--- src/hdl/cmd_seq_pkg.sv ---
package cmd_seq_pkg;

    // command memory geometry
    localparam int MEM_DEPTH  = 2048;
    localparam int MEM_ADDR_W = 11;

    // register window, memory sits right above it
    localparam int REG_COUNT = 8;
    localparam int MEM_BASE  = 8;

    // register byte addresses
    typedef enum logic [2:0] {
        REG_SOFT_RST  = 3'd0,
        REG_START     = 3'd1,
        REG_CONF      = 3'd2,
        REG_SIZE_LO   = 3'd3,
        REG_SIZE_HI   = 3'd4,
        REG_REPEAT_LO = 3'd5,
        REG_REPEAT_HI = 3'd6,
        REG_SPARE     = 3'd7
    } reg_addr_e;

    // conf bit 0 ext start enable, bit 1 negedge data
    localparam logic [7:0]  CONF_DEFAULT   = 8'h02;
    // send the pattern once by default
    localparam logic [15:0] REPEAT_DEFAULT = 16'd1;

    // send sequencer states
    typedef enum logic {
        SEQ_WAIT = 1'b0,
        SEQ_SEND = 1'b1
    } seq_state_e;

endpackage

--- src/hdl/cmd_cfg_if.sv ---
`timescale 1ns/1ps

interface cmd_cfg_if;

    // pattern length in bits
    logic [15:0] cmd_size;
    // number of pattern repeats
    logic [15:0] repeat_count;
    // external start pulse allowed
    logic        en_ext_start;
    // launch data on the falling edge
    logic        en_negedge_data;

    // register block owns the whole bundle
    modport regs_mp (
        output cmd_size,
        output repeat_count,
        output en_ext_start,
        output en_negedge_data
    );

    // sequencer needs length, repeats and start enable
    modport ctrl_mp (
        input cmd_size,
        input repeat_count,
        input en_ext_start
    );

    // shifter only picks the launch edge
    modport shift_mp (
        input en_negedge_data
    );

endinterface

--- src/hdl/cmd_seq_regs.sv ---
`timescale 1ns/1ps

module cmd_seq_regs import cmd_seq_pkg::*; (
    input  logic                  CMD_CLK_IN,
    input  logic                  reset_sync,
    input  logic [15:0]           bus_add,
    input  logic [7:0]            bus_data_in,
    input  logic                  bus_rd,
    input  logic                  bus_wr,
    input  logic                  ready,
    input  logic [7:0]            mem_rd_data,
    output logic [7:0]            bus_data_out,
    output logic [MEM_ADDR_W-1:0] mem_rd_addr,
    output logic                  seq_start,
    output logic                  seq_clear,
    cmd_cfg_if.regs_mp            cfg
);

    logic [7:0]  regs [REG_COUNT];
    reg_addr_e   reg_sel;
    logic        add_is_reg;
    logic        add_is_mem;
    logic        reg_wr;
    logic        start_wr;
    logic        soft_rst_wr;
    logic        start_wr_d;
    logic        soft_rst_wr_d;
    logic        rd_mem_d;
    logic [15:0] mem_off;

    // address decode
    assign reg_sel     = reg_addr_e'(bus_add[2:0]);
    assign add_is_reg  = (bus_add < 16'(REG_COUNT));
    assign add_is_mem  = (bus_add >= 16'(MEM_BASE));
    assign reg_wr      = bus_wr && add_is_reg;
    assign start_wr    = reg_wr && (reg_sel == REG_START);
    assign soft_rst_wr = reg_wr && (reg_sel == REG_SOFT_RST);

    // byte index into the command memory
    assign mem_off     = bus_add - 16'(MEM_BASE);
    assign mem_rd_addr = mem_off[MEM_ADDR_W-1:0];

    // register bytes, a soft reset write restores defaults
    always_ff @(posedge CMD_CLK_IN) begin
        if (reset_sync || soft_rst_wr) begin
            for (int i = 0; i < REG_COUNT; i++) begin
                regs[i] <= 8'h00;
            end
            regs[REG_CONF]      <= CONF_DEFAULT;
            regs[REG_REPEAT_LO] <= REPEAT_DEFAULT[7:0];
            regs[REG_REPEAT_HI] <= REPEAT_DEFAULT[15:8];
        end else if (reg_wr) begin
            regs[reg_sel] <= bus_data_in;
        end
    end

    // first cycle of a held write gives one registered pulse
    always_ff @(posedge CMD_CLK_IN) begin
        if (reset_sync) begin
            start_wr_d    <= 1'b0;
            soft_rst_wr_d <= 1'b0;
            seq_start     <= 1'b0;
            seq_clear     <= 1'b0;
        end else begin
            start_wr_d    <= start_wr;
            soft_rst_wr_d <= soft_rst_wr;
            seq_start     <= start_wr && !start_wr_d;
            seq_clear     <= soft_rst_wr && !soft_rst_wr_d;
        end
    end

    // memory data lags the address by one clock
    always_ff @(posedge CMD_CLK_IN) begin
        if (reset_sync) begin
            rd_mem_d <= 1'b0;
        end else begin
            rd_mem_d <= bus_rd && add_is_mem;
        end
    end

    // readback, holds between reads
    always_ff @(posedge CMD_CLK_IN) begin
        if (bus_rd) begin
            if (add_is_reg) begin
                if (reg_sel == REG_START) begin
                    bus_data_out <= {7'b0, ready};
                end else begin
                    bus_data_out <= regs[reg_sel];
                end
            end else if (rd_mem_d) begin
                bus_data_out <= mem_rd_data;
            end
        end
    end

    // configuration view of the register bytes
    assign cfg.cmd_size        = {regs[REG_SIZE_HI], regs[REG_SIZE_LO]};
    assign cfg.repeat_count    = {regs[REG_REPEAT_HI], regs[REG_REPEAT_LO]};
    assign cfg.en_ext_start    = regs[REG_CONF][0];
    assign cfg.en_negedge_data = regs[REG_CONF][1];

endmodule

--- src/flat_wrapper.sv ---
// flat-port wrapper written by rule: the top's interface ports become plain ports
module cmd_seq_regs_flat import cmd_seq_pkg::*;
  (CMD_CLK_IN, reset_sync, bus_add, bus_data_in, bus_rd, bus_wr, ready, mem_rd_data, bus_data_out, mem_rd_addr, seq_start, seq_clear, cfg_cmd_size, cfg_repeat_count, cfg_en_ext_start, cfg_en_negedge_data);
  cmd_cfg_if cfg_i ();
  input  logic CMD_CLK_IN;
  input  logic reset_sync;
  input  logic [15:0] bus_add;
  input  logic [7:0] bus_data_in;
  input  logic bus_rd;
  input  logic bus_wr;
  input  logic ready;
  input  logic [7:0] mem_rd_data;
  output logic [7:0] bus_data_out;
  output logic [MEM_ADDR_W-1:0] mem_rd_addr;
  output logic seq_start;
  output logic seq_clear;
  output wire logic [$bits(cfg_i.cmd_size)-1:0] cfg_cmd_size;
  output wire logic [$bits(cfg_i.repeat_count)-1:0] cfg_repeat_count;
  output wire logic [$bits(cfg_i.en_ext_start)-1:0] cfg_en_ext_start;
  output wire logic [$bits(cfg_i.en_negedge_data)-1:0] cfg_en_negedge_data;
  assign cfg_cmd_size = cfg_i.cmd_size;
  assign cfg_repeat_count = cfg_i.repeat_count;
  assign cfg_en_ext_start = cfg_i.en_ext_start;
  assign cfg_en_negedge_data = cfg_i.en_negedge_data;
  cmd_seq_regs u_core (.CMD_CLK_IN(CMD_CLK_IN), .reset_sync(reset_sync), .bus_add(bus_add), .bus_data_in(bus_data_in), .bus_rd(bus_rd), .bus_wr(bus_wr), .ready(ready), .mem_rd_data(mem_rd_data), .bus_data_out(bus_data_out), .mem_rd_addr(mem_rd_addr), .seq_start(seq_start), .seq_clear(seq_clear), .cfg(cfg_i));
endmodule
--- config.mk ---
export PLATFORM = sky130hd
export DESIGN_NAME = cmd_seq_regs_flat
export DESIGN_NICKNAME = d
export VERILOG_FILES = /design/src/hdl/cmd_seq_pkg.sv /design/src/hdl/cmd_cfg_if.sv /design/src/hdl/cmd_seq_regs.sv /design/src/flat_wrapper.sv
export SDC_FILE = /design/constraint.sdc
export NUM_CORES = 1
export LEC_CHECK = 0
export BUFFER_PORTS_ARGS = -buffer_cell sky130_fd_sc_hd__buf_4
export CAP_MARGIN = 30
export CORE_MARGIN = 2
export CORE_UTILIZATION = 35
export DETAILED_ROUTE_END_ITERATION = 6
export PLACE_DENSITY_LB_ADDON = 0.15
export SYNTH_ARGS = -nofsm -noshare
export SYNTH_HDL_FRONTEND = slang
export SYNTH_SLANG_ARGS = --single-unit
export TNS_END_PERCENT = 1
--- constraint.sdc ---
create_clock -name CMD_CLK_IN -period 2.98 [get_ports CMD_CLK_IN]
set_clock_uncertainty 0.2 [all_clocks]
set_input_delay 0.298 -clock CMD_CLK_IN [delete_from_list [all_inputs] [get_ports CMD_CLK_IN]]
set_output_delay 0.298 -clock CMD_CLK_IN [all_outputs]
set_load 0.01 [all_outputs]
Word-level counts from Yosys, hierarchy flattened
Memory sizes are Yosys's and may differ from the RTL's.
Index checks and enable logic that the tools add are counted.
{ "totals": {"mem_count": 1, "out_inout_bits": 55, "ram_bits": 64, "reg_bits": 13, "input_bits": 37, "elab_cells": 41} }
{ "mem_list": {"columns": ["memory", "depth", "word_bits", "read_ports", "rd_clocked_by_memory_dff", "wr", "line", "source"], "rows": [
  ["u_core.regs", 8, 8, 6, 0, 8, "cmd_seq_regs.sv:19", "logic [7:0] regs [REG_COUNT];"]
]} }
{ "classes": {"n_addsub": 1, "n_reduce_logical": 13, "n_lt_le_gt_ge": 2, "bitwise_logic": 3, "eq_ne": 1, "muxes": 14} }
{ "ops": {"columns": ["operator", "n"], "rows": [
  ["8-bit 2-to-1 mux", 7],
  ["16-bit by 4-bit greater-or-equal comparator with 1-bit output (second input constant)", 1],
  ["16-bit by 4-bit < comparator with 1-bit output (second input constant)", 1],
  ["11-bit by 4-bit subtractor with 11-bit output (second input constant)", 1],
  ["8-bit OR reduction", 1],
  ["1-bit logical AND", 6],
  ["1-bit 2-to-1 mux", 6],
  ["3-bit by 1-bit equality test with 1-bit output (second input constant)", 1],
  ["3-bit logical NOT", 1],
  ["3-bit 2-to-1 mux", 1],
  ["1-bit bitwise OR", 3],
  ["1-bit logical NOT", 2],
  ["2-bit AND reduction", 1],
  ["2-bit nonzero test", 1],
  ["1-bit logical OR", 1]
]} }

Depth between registers and ports, before layout
Gate-level depths: netlist of the first run.
{ "logic_depth": {"depth_word": 8, "mapped_depth": 7} }

Least setup slack after synthesis of the first run
Ideal clock, no wire load.
{ "synth_timing": {"path_type": "input-to-reg", "start": "in bus_add[0]", "end": "mem u_core.regs[3][0] (enable)", "required_time_ps": 2396, "path_slack_ps": 456, "arrival_ps": 1940, "path_stages": 6, "setup_time_ps": 384, "cell_sequence": "buf_2 -> buf_4 -> or2_2 -> clkbuf_1 -> a21o_1 -> o21ai_0"} }
{ "synth_rtl": {"columns": ["element", "line", "source"], "rows": [
  ["from (decl)", "flat_wrapper.sv:7", "input logic [15:0] bus_add;"],
  ["to (decl)", "cmd_seq_regs.sv:19", null]
]} }

==> reports/results.ini, run 1 <==
[timing]
finalCritPeriodShare = 0.7091
slew_violations = 0
worstMarginPinSlew_ns = 0.5055
fin_crit_ns = 2.113
rsz0062_at_grt = no
relSlewSlack = 0.6630
worst_slack_ns = 0.8668
hold_viol = 0
fmax_mhz = 473.2
setup_viol = 0
setup-tns-final_ns = 0

[grt]
antenna_found_initial = 0
grt.total_usage = 0.1711
overflow = 0
grt_pass1_vias = 2296
grt_first_pass_wirelength_um = 12830
grt_max_degree = 44

[cts]
clk_path_buf_depth = 2
tritoncts = done
numCtsBuffers = 9
worstSkewPairLatency_ns = 0.34
path_clk_slew_ns = 0.07
cts.sinks = 69
htree_num_levels = 3
clockRootBuffer = clkbuf_8
cts_resized = 0

[power_and_ir_drop]
power.density_mw_per_mm2 = 480.4
power.share.sequential = 0.544
comb_power_share = 0.133
clockPowerShare = 0.322
intPower_uw = 1553
p_total_uw = 2071
p_leak_uw = 0.001645
vdd_ir_drop_max_uv = 190.1
switching_share = 0.2500
switchingPower_uw = 517.8

[finish]
nets = 398
syn2layout_area_growth_pct = 29.17
antenna_cells = 0
fin_cells = 494
final_common_cell = buf_4
final_cell_mix = 99 x buf_4, 64 x edfxtp_1, 40 x nor3_1
drive_gt1_frac = 0.3671

[critical_path]
required_ns = 2.83
rr_startpoint = u_core.regs[6][6]
r2r_slack_ns = 1.10
crit_fanout = 8
crit_type = input port to flip-flop
crit_path_end_kind = flip-flop
crit_arrival_ns = 1.97
reg2reg_depth = 4
worstReg2RegEnd = u_core.bus_data_out[6]
crit_path_start_kind = input port

[min_path]
hold_path_class = input port to flip-flop
holdPathStages = 3
min-delay-start = mem_rd_data[3]
hold-path-endpoint = u_core.bus_data_out[3]

[synthesis]
seq_area_frac_synth = 0.6059
synthesis.area_mm2 = 0.003337
synth.avg_cell_area_um2 = 12.50
netlist.area_leader.share = 0.5759
synth_largest_area_cell = edfxtp_1
yosys_register_bits = 69
synth.area.top_cells = edfxtp_1 58%, nor3_1 6.0%, mux4_2 4.7%, dfxtp_1 3.0%, mux2_2 2.7%
synth.distinct_cells = 42
ys_warn_count = 0
syn_inst = 267

[route]
drc = 0
firstDrtPassIters = 4
viasPerCell = 4.968
drt-total-wl_um = 8793
routedWlPerCell_um = 17.80
drt_iter0_drc = 152
via_count = 2454
ant_nets = 0

[floorplanning]
coreArea_mm2 = 0.009240
dieHeight_um = 101.6
rows = 35
die_w_um = 101.6
start_util = 0.3611
die_area_mm2 = 0.01033
io_pins = 92

[place]
place_congestion = 0.7658
dp.cells = 477
preCtsSetupSlack_ns = 0.5053
dp_hpwl_um = 6291
port_buffers = 91

[job]
maxCapViolations = 0

[run_status]
status = finished, final reports clean

==> synthesized netlist by cell type, drive strengths merged <==
| cell | instances |
|---|---|
| conb | 1 |
| nand2b | 3 |
| nor4b | 1 |
| edfxtp | 64 |
| nand2 | 22 |
| mux4 | 7 |
| xnor2 | 3 |
| mux2i | 3 |
| xor2 | 5 |
| and3 | 2 |
| nor3 | 40 |
| a31oi | 1 |
| and4 | 1 |
| or2 | 1 |
| o21a | 1 |
| o31ai | 7 |
| a21o | 3 |
| and2 | 1 |
| or4b | 1 |
| a221oi | 5 |
| a21oi | 4 |
| buf | 12 |
| mux2 | 8 |
| inv | 13 |
| nand4 | 1 |
| a22oi | 1 |
| nor4 | 10 |
| nand3b | 1 |
| nand3 | 3 |
| dfxtp | 5 |
| or3 | 1 |
| clkbuf | 13 |
| nor2b | 8 |
| nor2 | 5 |
| o21ai | 7 |
| nor3b | 2 |
| ha | 1 |
==> state kept, by name (all words and copies together) (netlist names) <==
name / flops
u_core.regs: 56
u_core.bus_data_out: 8
u_core.rd_mem_d: 1
u_core.seq_clear: 1
u_core.seq_start: 1
u_core.soft_rst_wr_d: 1
u_core.start_wr_d: 1
==> power groups by stage <==
| stage | clock network (uW) | logic (uW) | registers (uW) |
|---|---|---|---|
| 2_1_floorplan | 0 | 126 | 1150 |
| 3_3_place_gp | 0 | 278 | 1150 |
| 3_5_place_dp | 0 | 278 | 1150 |
| 4_1_cts | 682 | 280 | 1130 |
| 5_1_grt | 721 | 299 | 1130 |
| 6_report | 668 | 276 | 1130 |
==> area by class of cell <==
type | count | area [um^2]
flip-flops and latches | 69 | 2022
clock inverters | 5 | 27.53
well taps | 129 | 161.4
inverters | 13 | 48.80
fillers | 870 | 4930
repair buffers | 100 | 753.2
multi-input cells | 167 | 1156
clock buffers | 11 | 141.4
==> critical path: stages <==
cell     delay (ns)
buf_4          0.12
nor3_1         0.36
and4_1         0.51
nand2_1        0.20
o31ai_1        0.26
buf_4          0.21
==> routing by layer <==
metal  part of all wire  track usage  up-vias
met2               0.47       0.2627       75
met4              0.013      0.05613        0
met5                  0            0        -
met1               0.46       0.2410     1202
met3              0.057      0.03865        6
li1                   -            -     1171
==> timing repair <==
item / 4_1_cts / 5_1_grt
endpoints found under the hold margin: 1 / 0
hold buffers: 1 / 0
setup buffers: 0 / 0
==> worst max-delay path by stage <==
stage / start / to / slack (ns)
finish: bus_add[4] / u_core.regs[6][7] / 0.87
global route: bus_add[4] / u_core.regs[5][6] / 0.71
CTS: bus_add[4] / u_core.regs[6][7] / 0.87
detailed placement: bus_add[4] / u_core.regs[6][6] / 0.51
global placement: bus_add[4] / u_core.regs[6][7] / 0.56
floorplan: bus_add[0] / u_core.regs[3][0] / 0.46
==> cells by family (layout without fill, tap and decap cells) <==
| group | Yosys count | count (layout) | synth area share |
|---|---|---|---|
| compound gates | 29 | 29 | 0.05849 |
| xor+xnor | 8 | 8 | 0.02100 |
| fa+ha+maj | 1 | 1 | 0.003749 |
| buf+inv | 38 | 129 | 0.05549 |
| flops | 69 | 69 | 0.6059 |
| mux | 18 | 18 | 0.08324 |
| other cells | 1 | 8 | 0.001124 |
| simple gates | 103 | 103 | 0.1710 |
==> per-stage QoR <==
stage          utilization  hold slack, ns  cell area (um^2)
3_3_place_gp        0.4471          0.1728              4131
6_report            0.4665         0.02559              4310
5_1_grt             0.4665         0.02552              4310
3_5_place_dp        0.4471          0.1784              4131
4_1_cts             0.4665         0.01618              4310
2_1_floorplan            -          0.1674              3363
(Power assumes the default switching activity.)
==> run 2, diff against run 1 <==
Clock period 2.98 ns to 2.1 ns, I/O delays scaled along.
==> run 2 against run 1 <==
Net effect:
- utilization grew 3.4 points
- global-route usage grew 1.5 points
- wire length grew 4.2%
- count of clock-buffer cells in the layout shrank 2
- power grew 49%
- sequential cell count is the same
- final area grew 7.3%
- non-clock buffer count grew 31
- highest routed layer unchanged
==> reports/results.ini, run 2 (same netlist as run 1, synthesis figures left out) <==
[timing]
hold_viol = 0
fmax_mhz = 536.5
rsz0062_at_grt = no
finalCritPeriodShare = 0.8876
setup_viol = 0
slew_violations = 0
fin_crit_ns = 1.864
setup-tns-final_ns = 0

[grt]
grt.total_usage = 0.1861
grt_max_degree = 28
antenna_found_initial = 0
grt_first_pass_wirelength_um = 14030
grt_pass1_vias = 2543
overflow = 0

[cts]
clockRootBuffer = clkbuf_8
worstSkewPairLatency_ns = 0.35
htree_num_levels = 3
cts.sinks = 69
tritoncts = done
clk_path_buf_depth = 2
numCtsBuffers = 9
path_clk_slew_ns = 0.08

[route]
routedWlPerCell_um = 17.46
drt-total-wl_um = 9166
firstDrtPassIters = 4
viasPerCell = 4.829
via_count = 2535
drt_iter0_drc = 104
ant_nets = 0
drc = 0

[finish]
largest_reg_flops = 56
final_cell_mix = 118 x buf_4, 64 x edfxtp_1, 40 x nor3_1
antenna_cells = 0
final_common_cell = buf_4
drive_gt1_frac = 0.3939
reg_top3 = u_core.regs: 56 flops, u_core.bus_data_out: 8 flops
nets = 429
syn2layout_area_growth_pct = 38.58
fin_cells = 525
largest_register = u_core.regs

[place]
place_congestion = 0.8507
port_buffers = 91
dp.cells = 499
dp_hpwl_um = 6898

[power_and_ir_drop]
power.share.sequential = 0.517
vdd_ir_drop_max_uv = 284.3
switching_share = 0.2446
clockPowerShare = 0.339
power.density_mw_per_mm2 = 666.9
switchingPower_uw = 754.2
intPower_uw = 2330
p_leak_uw = 0.001812
comb_power_share = 0.143

[critical_path]
cp_slowest_cell = mux4_2
crit_path_start_kind = flip-flop
required_ns = 1.99
crit_arrival_ns = 1.76
path_delay_family = multiplexers
crit_type = flip-flop to flip-flop
path_buf_inv = 0
critPathMaxStageDelay_ns = 0.48
path_cells = mux4_2 -> nand2_1 -> o21ai_0 -> mux2_2
crit_fanout = 2
crit_path_end_kind = flip-flop

[floorplanning]
start_util = 0.3611
die_w_um = 101.6
rows = 35
io_pins = 92
dieHeight_um = 101.6
die_area_mm2 = 0.01033
coreArea_mm2 = 0.009240

[job]
maxCapViolations = 0

[run_status]
status = finished, final reports clean

[min_path]
hold_path_class = input port to flip-flop

==> run 2: cell count changes in the layout (fill, tap and decap cells not counted), sizes merged <==
cell,before,now
buf,99,121
dlygate4sd3,1,10
clkbuf,11,9
clkinv,4,6
bufinv,0,1
clkinvlp,1,0
==> run 2: repair_timing <==
action,CTS,global route
hold buffers,10,0
endpoints found under the setup margin,0,0
setup buffers,0,0
hold endpoints to repair,10,0
resized for setup,0,0
==> run 2: worst register-to-register path: cells and delay by family (launching register included) <==
| kind | cells | cell delay (ns) |
|---|---|---|
| muxes | 2 | 0.77 |
| DFF | 1 | 0.41 |
| AOI/OAI and AO/OA | 1 | 0.12 |
| and+or+nand+nor | 1 | 0.11 |
==> run 2: final timing paths <==
path / from / to / slack, ns / cells after the start
hold reg to reg: u_core.start_wr_d / u_core.seq_start / 0.18 / 1
setup / recovery: u_core.regs[6][6] / u_core.bus_data_out[6] / 0.24 / 4
hold / removal: mem_rd_data[0] / u_core.bus_data_out[0] / 0.04 / 3
setup reg to reg: u_core.regs[6][6] / u_core.bus_data_out[6] / 0.24 / 4
==> run 2: stage by stage <==
stage | hold WS, ns | utilization | power, uW | area, um^2 | setup slack, ns
2_1_floorplan | 0.1625 | - | 1815 | 3363 | -0.1909
3_3_place_gp | 0.1729 | 0.4691 | 2055 | 4334 | -0.004637
3_5_place_dp | 0.1722 | 0.4691 | 2058 | 4334 | -0.02237
4_1_cts | 0.007634 | 0.5005 | 3117 | 4624 | 0.2166
5_1_grt | 0.03643 | 0.5005 | 3212 | 4624 | 0.1893
6_report | 0.03508 | 0.5005 | 3084 | 4624 | 0.2360
==> run 2: power groups by stage <==
| stage | sequential (uW) | combinational [uW] | clock, uW |
|---|---|---|---|
| after CTS | 1600 | 447 | 1070 |
| after detailed placement | 1630 | 431 | 0 |
| after global routing | 1600 | 478 | 1130 |
| after floorplan | 1640 | 179 | 0 |
| after global placement | 1630 | 428 | 0 |
| final | 1600 | 442 | 1050 |
==> run 2: area by class of cell <==
cell class / count / area, um^2
timing repair buffer: 131 / 1046
fill: 861 / 4616
clock buffer: 9 / 123.9
inverter: 13 / 48.80
sequential: 69 / 2022
tap: 129 / 161.4
multi-input combinational: 167 / 1156
clock inverter: 7 / 66.31
==> run 2: routing by layer <==
layer  GRT usage  share of wire
met5           0              0
met4     0.05301          0.012
met3     0.04486          0.050
met2      0.2905           0.48
met1      0.2592           0.45
==> run 3, diff against run 2 <==
Settings changed: ABC_AREA set to 1.
==> run 3 against run 2 <==
Net effect:
- sequential cell count did not move
- synthesized cell count grew 22%
- utilization increased by 0.068 points
- global-route usage decreased by 1.1 points
- maximum frequency shrank 0.69%
- via count rose by 5.0%
==> reports/results.ini, run 3 <==
[grt]
grt.total_usage = 0.1754
grt_pass1_vias = 2650
grt_max_degree = 13
grt_first_pass_wirelength_um = 13460
overflow = 0
antenna_found_initial = 0

[synthesis]
synthesis.area_mm2 = 0.003334
async_flop_share = 0
yosys_register_bits = 69
synth_most_common_cell = nor2_1
synth.avg_cell_area_um2 = 10.23
yosys_most_used_dff = edfxtp_1
synth_edf_count = 64
syn_inst = 326
ys_warn_count = 0
synth.area.top_cells = edfxtp_1 58%, nor2_1 8.9%, nand2_1 8.7%, nand4_4 3.8%, dfxtp_1 3.0%
synth.distinct_cells = 30
ys_top_cells_by_count = 79 x nor2_1, 77 x nand2_1, 64 x edfxtp_1
netlist.area_leader.share = 0.5764
seq_area_frac_synth = 0.6064
synth_largest_area_cell = edfxtp_1

[min_path]
hold_path_class = input port to flip-flop
hold-path-endpoint = u_core.bus_data_out[0]
holdPathStages = 4
min-delay-start = mem_rd_data[0]

[route]
ant_nets = 0
viasPerCell = 4.480
firstDrtPassIters = 4
drt-total-wl_um = 8571
drc = 0
via_count = 2661
drt_iter0_drc = 199
routedWlPerCell_um = 14.43

[floorplanning]
die_w_um = 101.6
rows = 35
dieHeight_um = 101.6
die_area_mm2 = 0.01032
io_pins = 92
start_util = 0.3609
coreArea_mm2 = 0.009240

[cts]
cts.sinks = 69
worstSkewPairLatency_ns = 0.34
post_cts_buffers = 0
tritoncts = done
numCtsBuffers = 9
cts_resized = 0
clk_path_buf_depth = 2
htree_num_levels = 3
clockRootBuffer = clkbuf_8
path_clk_slew_ns = 0.07

[critical_path]
r2r_slack_ns = 0.65
path_cells = dlygate4sd3_1 -> buf_4 -> inv_2 -> nand4_4 -> nand2_1
crit_path_end_kind = flip-flop
crit_arrival_ns = 1.68
crit_path_start_kind = input port
crit_type = input port to flip-flop
crit_fanout = 8
worstReg2RegEnd = u_core.bus_data_out[5]
critPathMaxStageDelay_ns = 0.54
reg2reg_depth = 5
rr_startpoint = u_core.regs[4][5]
required_ns = 1.90
cp_slowest_cell = dlygate4sd3_1

[power_and_ir_drop]
power.density_mw_per_mm2 = 675.5
clockPowerShare = 0.368
comb_power_share = 0.121
vdd_ir_drop_max_uv = 325.3
power.share.sequential = 0.511
intPower_uw = 2395
switching_share = 0.2342
p_leak_uw = 0.002072
switchingPower_uw = 732.6

[finish]
antenna_cells = 0
largest_reg_flops = 56
fill_cells = 887
largest_register = u_core.regs
reg_top3 = u_core.regs: 56 flops, u_core.bus_data_out: 8 flops
final_cell_mix = 114 x buf_4, 79 x nor2_1, 77 x nand2_1
drive_gt1_frac = 0.3376
final_util = 0.5012
syn2layout_area_growth_pct = 38.87
nets = 498
final_common_cell = buf_4
finalInstanceArea_mm2 = 0.004631

[timing]
fmax_mhz = 532.8
setup-tns-final_ns = 0
setup_viol = 0
fin_crit_ns = 1.877
worst_slack_ns = 0.2230
rsz0062_at_grt = no
finalCritPeriodShare = 0.8938
hold_viol = 0
slew_violations = 0

[run_status]
status = finished, final reports clean

[place]
dp_hpwl_um = 6690
place_congestion = 0.8147
dpl_cell_area_mm2 = 0.004335
port_buffers = 91
preCtsSetupSlack_ns = 0.01135

[job]
maxCapViolations = 0

run 3: cell types whose count changed in the layout (fill, tap and decap cells not counted), sizes merged, moves of 5 or more:
cell,change
nand2,+59
nor2,+82
mux2,-8
a221oi,-5
nand3,+8
o31ai,-7
nor3,-35
nor4,-10
nand4,+8
nor2b,-8
inv,+14
buf,-7
o21ai,+7
mux4,-7
run 3: cell families (layout without fill, tap and decap cells):
family	after synthesis	in the layout	share of synthesized area
other	1	8	0.001125
XOR/XNOR	5	5	0.01313
AND/OR/NAND/NOR	198	198	0.3039
adder cells (fa/ha/maj)	1	1	0.003752
AO/OA/AOI/OAI	18	18	0.02852
flip-flops	69	69	0.6064
buffers and inverters	34	166	0.04315
run 3: worst max-delay path by stage:
stage	slack [ns]	from	cells past startpoint	to
floorplan	0.08	bus_add[7]	8	u_core.regs[3][0]
global placement	0.05	bus_add[7]	8	u_core.regs[4][7]
detailed placement	0.01	bus_add[7]	9	u_core.regs[6][3]
CTS	0.25	reset_sync	5	u_core.regs[6][4]
global route	0.19	reset_sync	5	u_core.regs[6][6]
finish	0.22	reset_sync	5	u_core.regs[6][6]
run 3: power groups by stage:
stage / sequential (uW) / clock, uW / combinational (uW)
finish: 1600 / 1150 / 379
global route: 1600 / 1230 / 420
CTS: 1600 / 1180 / 384
detailed placement: 1630 / 0 / 369
global placement: 1630 / 0 / 366
floorplan: 1640 / 0 / 154
run 3: through the flow:
stage                     hold slack [ns]  total power (uW)  cells
after detailed placement           0.1794              1999    569
after CTS                       0.0004357              3163    594
after global placement             0.1722              1996    569
after global routing              0.03721              3251    594
after floorplan                   0.08206              1792    333
final                             0.01634              3128    594
run 3: timing repair:
action / in CTS / in global routing
hold buffers: 9 / 0
endpoints found under the setup margin: 0 / 0
endpoints found under the hold margin: 10 / 0
run 3: layer usage:
layer  global-route usage  share of wire
met5                    0              0
met4              0.06341          0.014
met3              0.03934          0.062
met2               0.2935           0.49
met1               0.2231           0.44
run 3: layout make-up:
class	count	area (um^2)	area share
multi-input cells	230	1195	0.2580
clock buffers	10	127.6	0.02756
well taps	129	161.4	0.03486
inverters	27	101.3	0.02189
flip-flops and latches	69	2022	0.4366
clock inverters	6	77.57	0.01675
repair buffers	123	945.9	0.2043
run 3: critical path, delay by kind of cell:
family,cells,cell delay (ns)
buffers and inverters,3,0.98
AND/OR/NAND/NOR,2,0.49
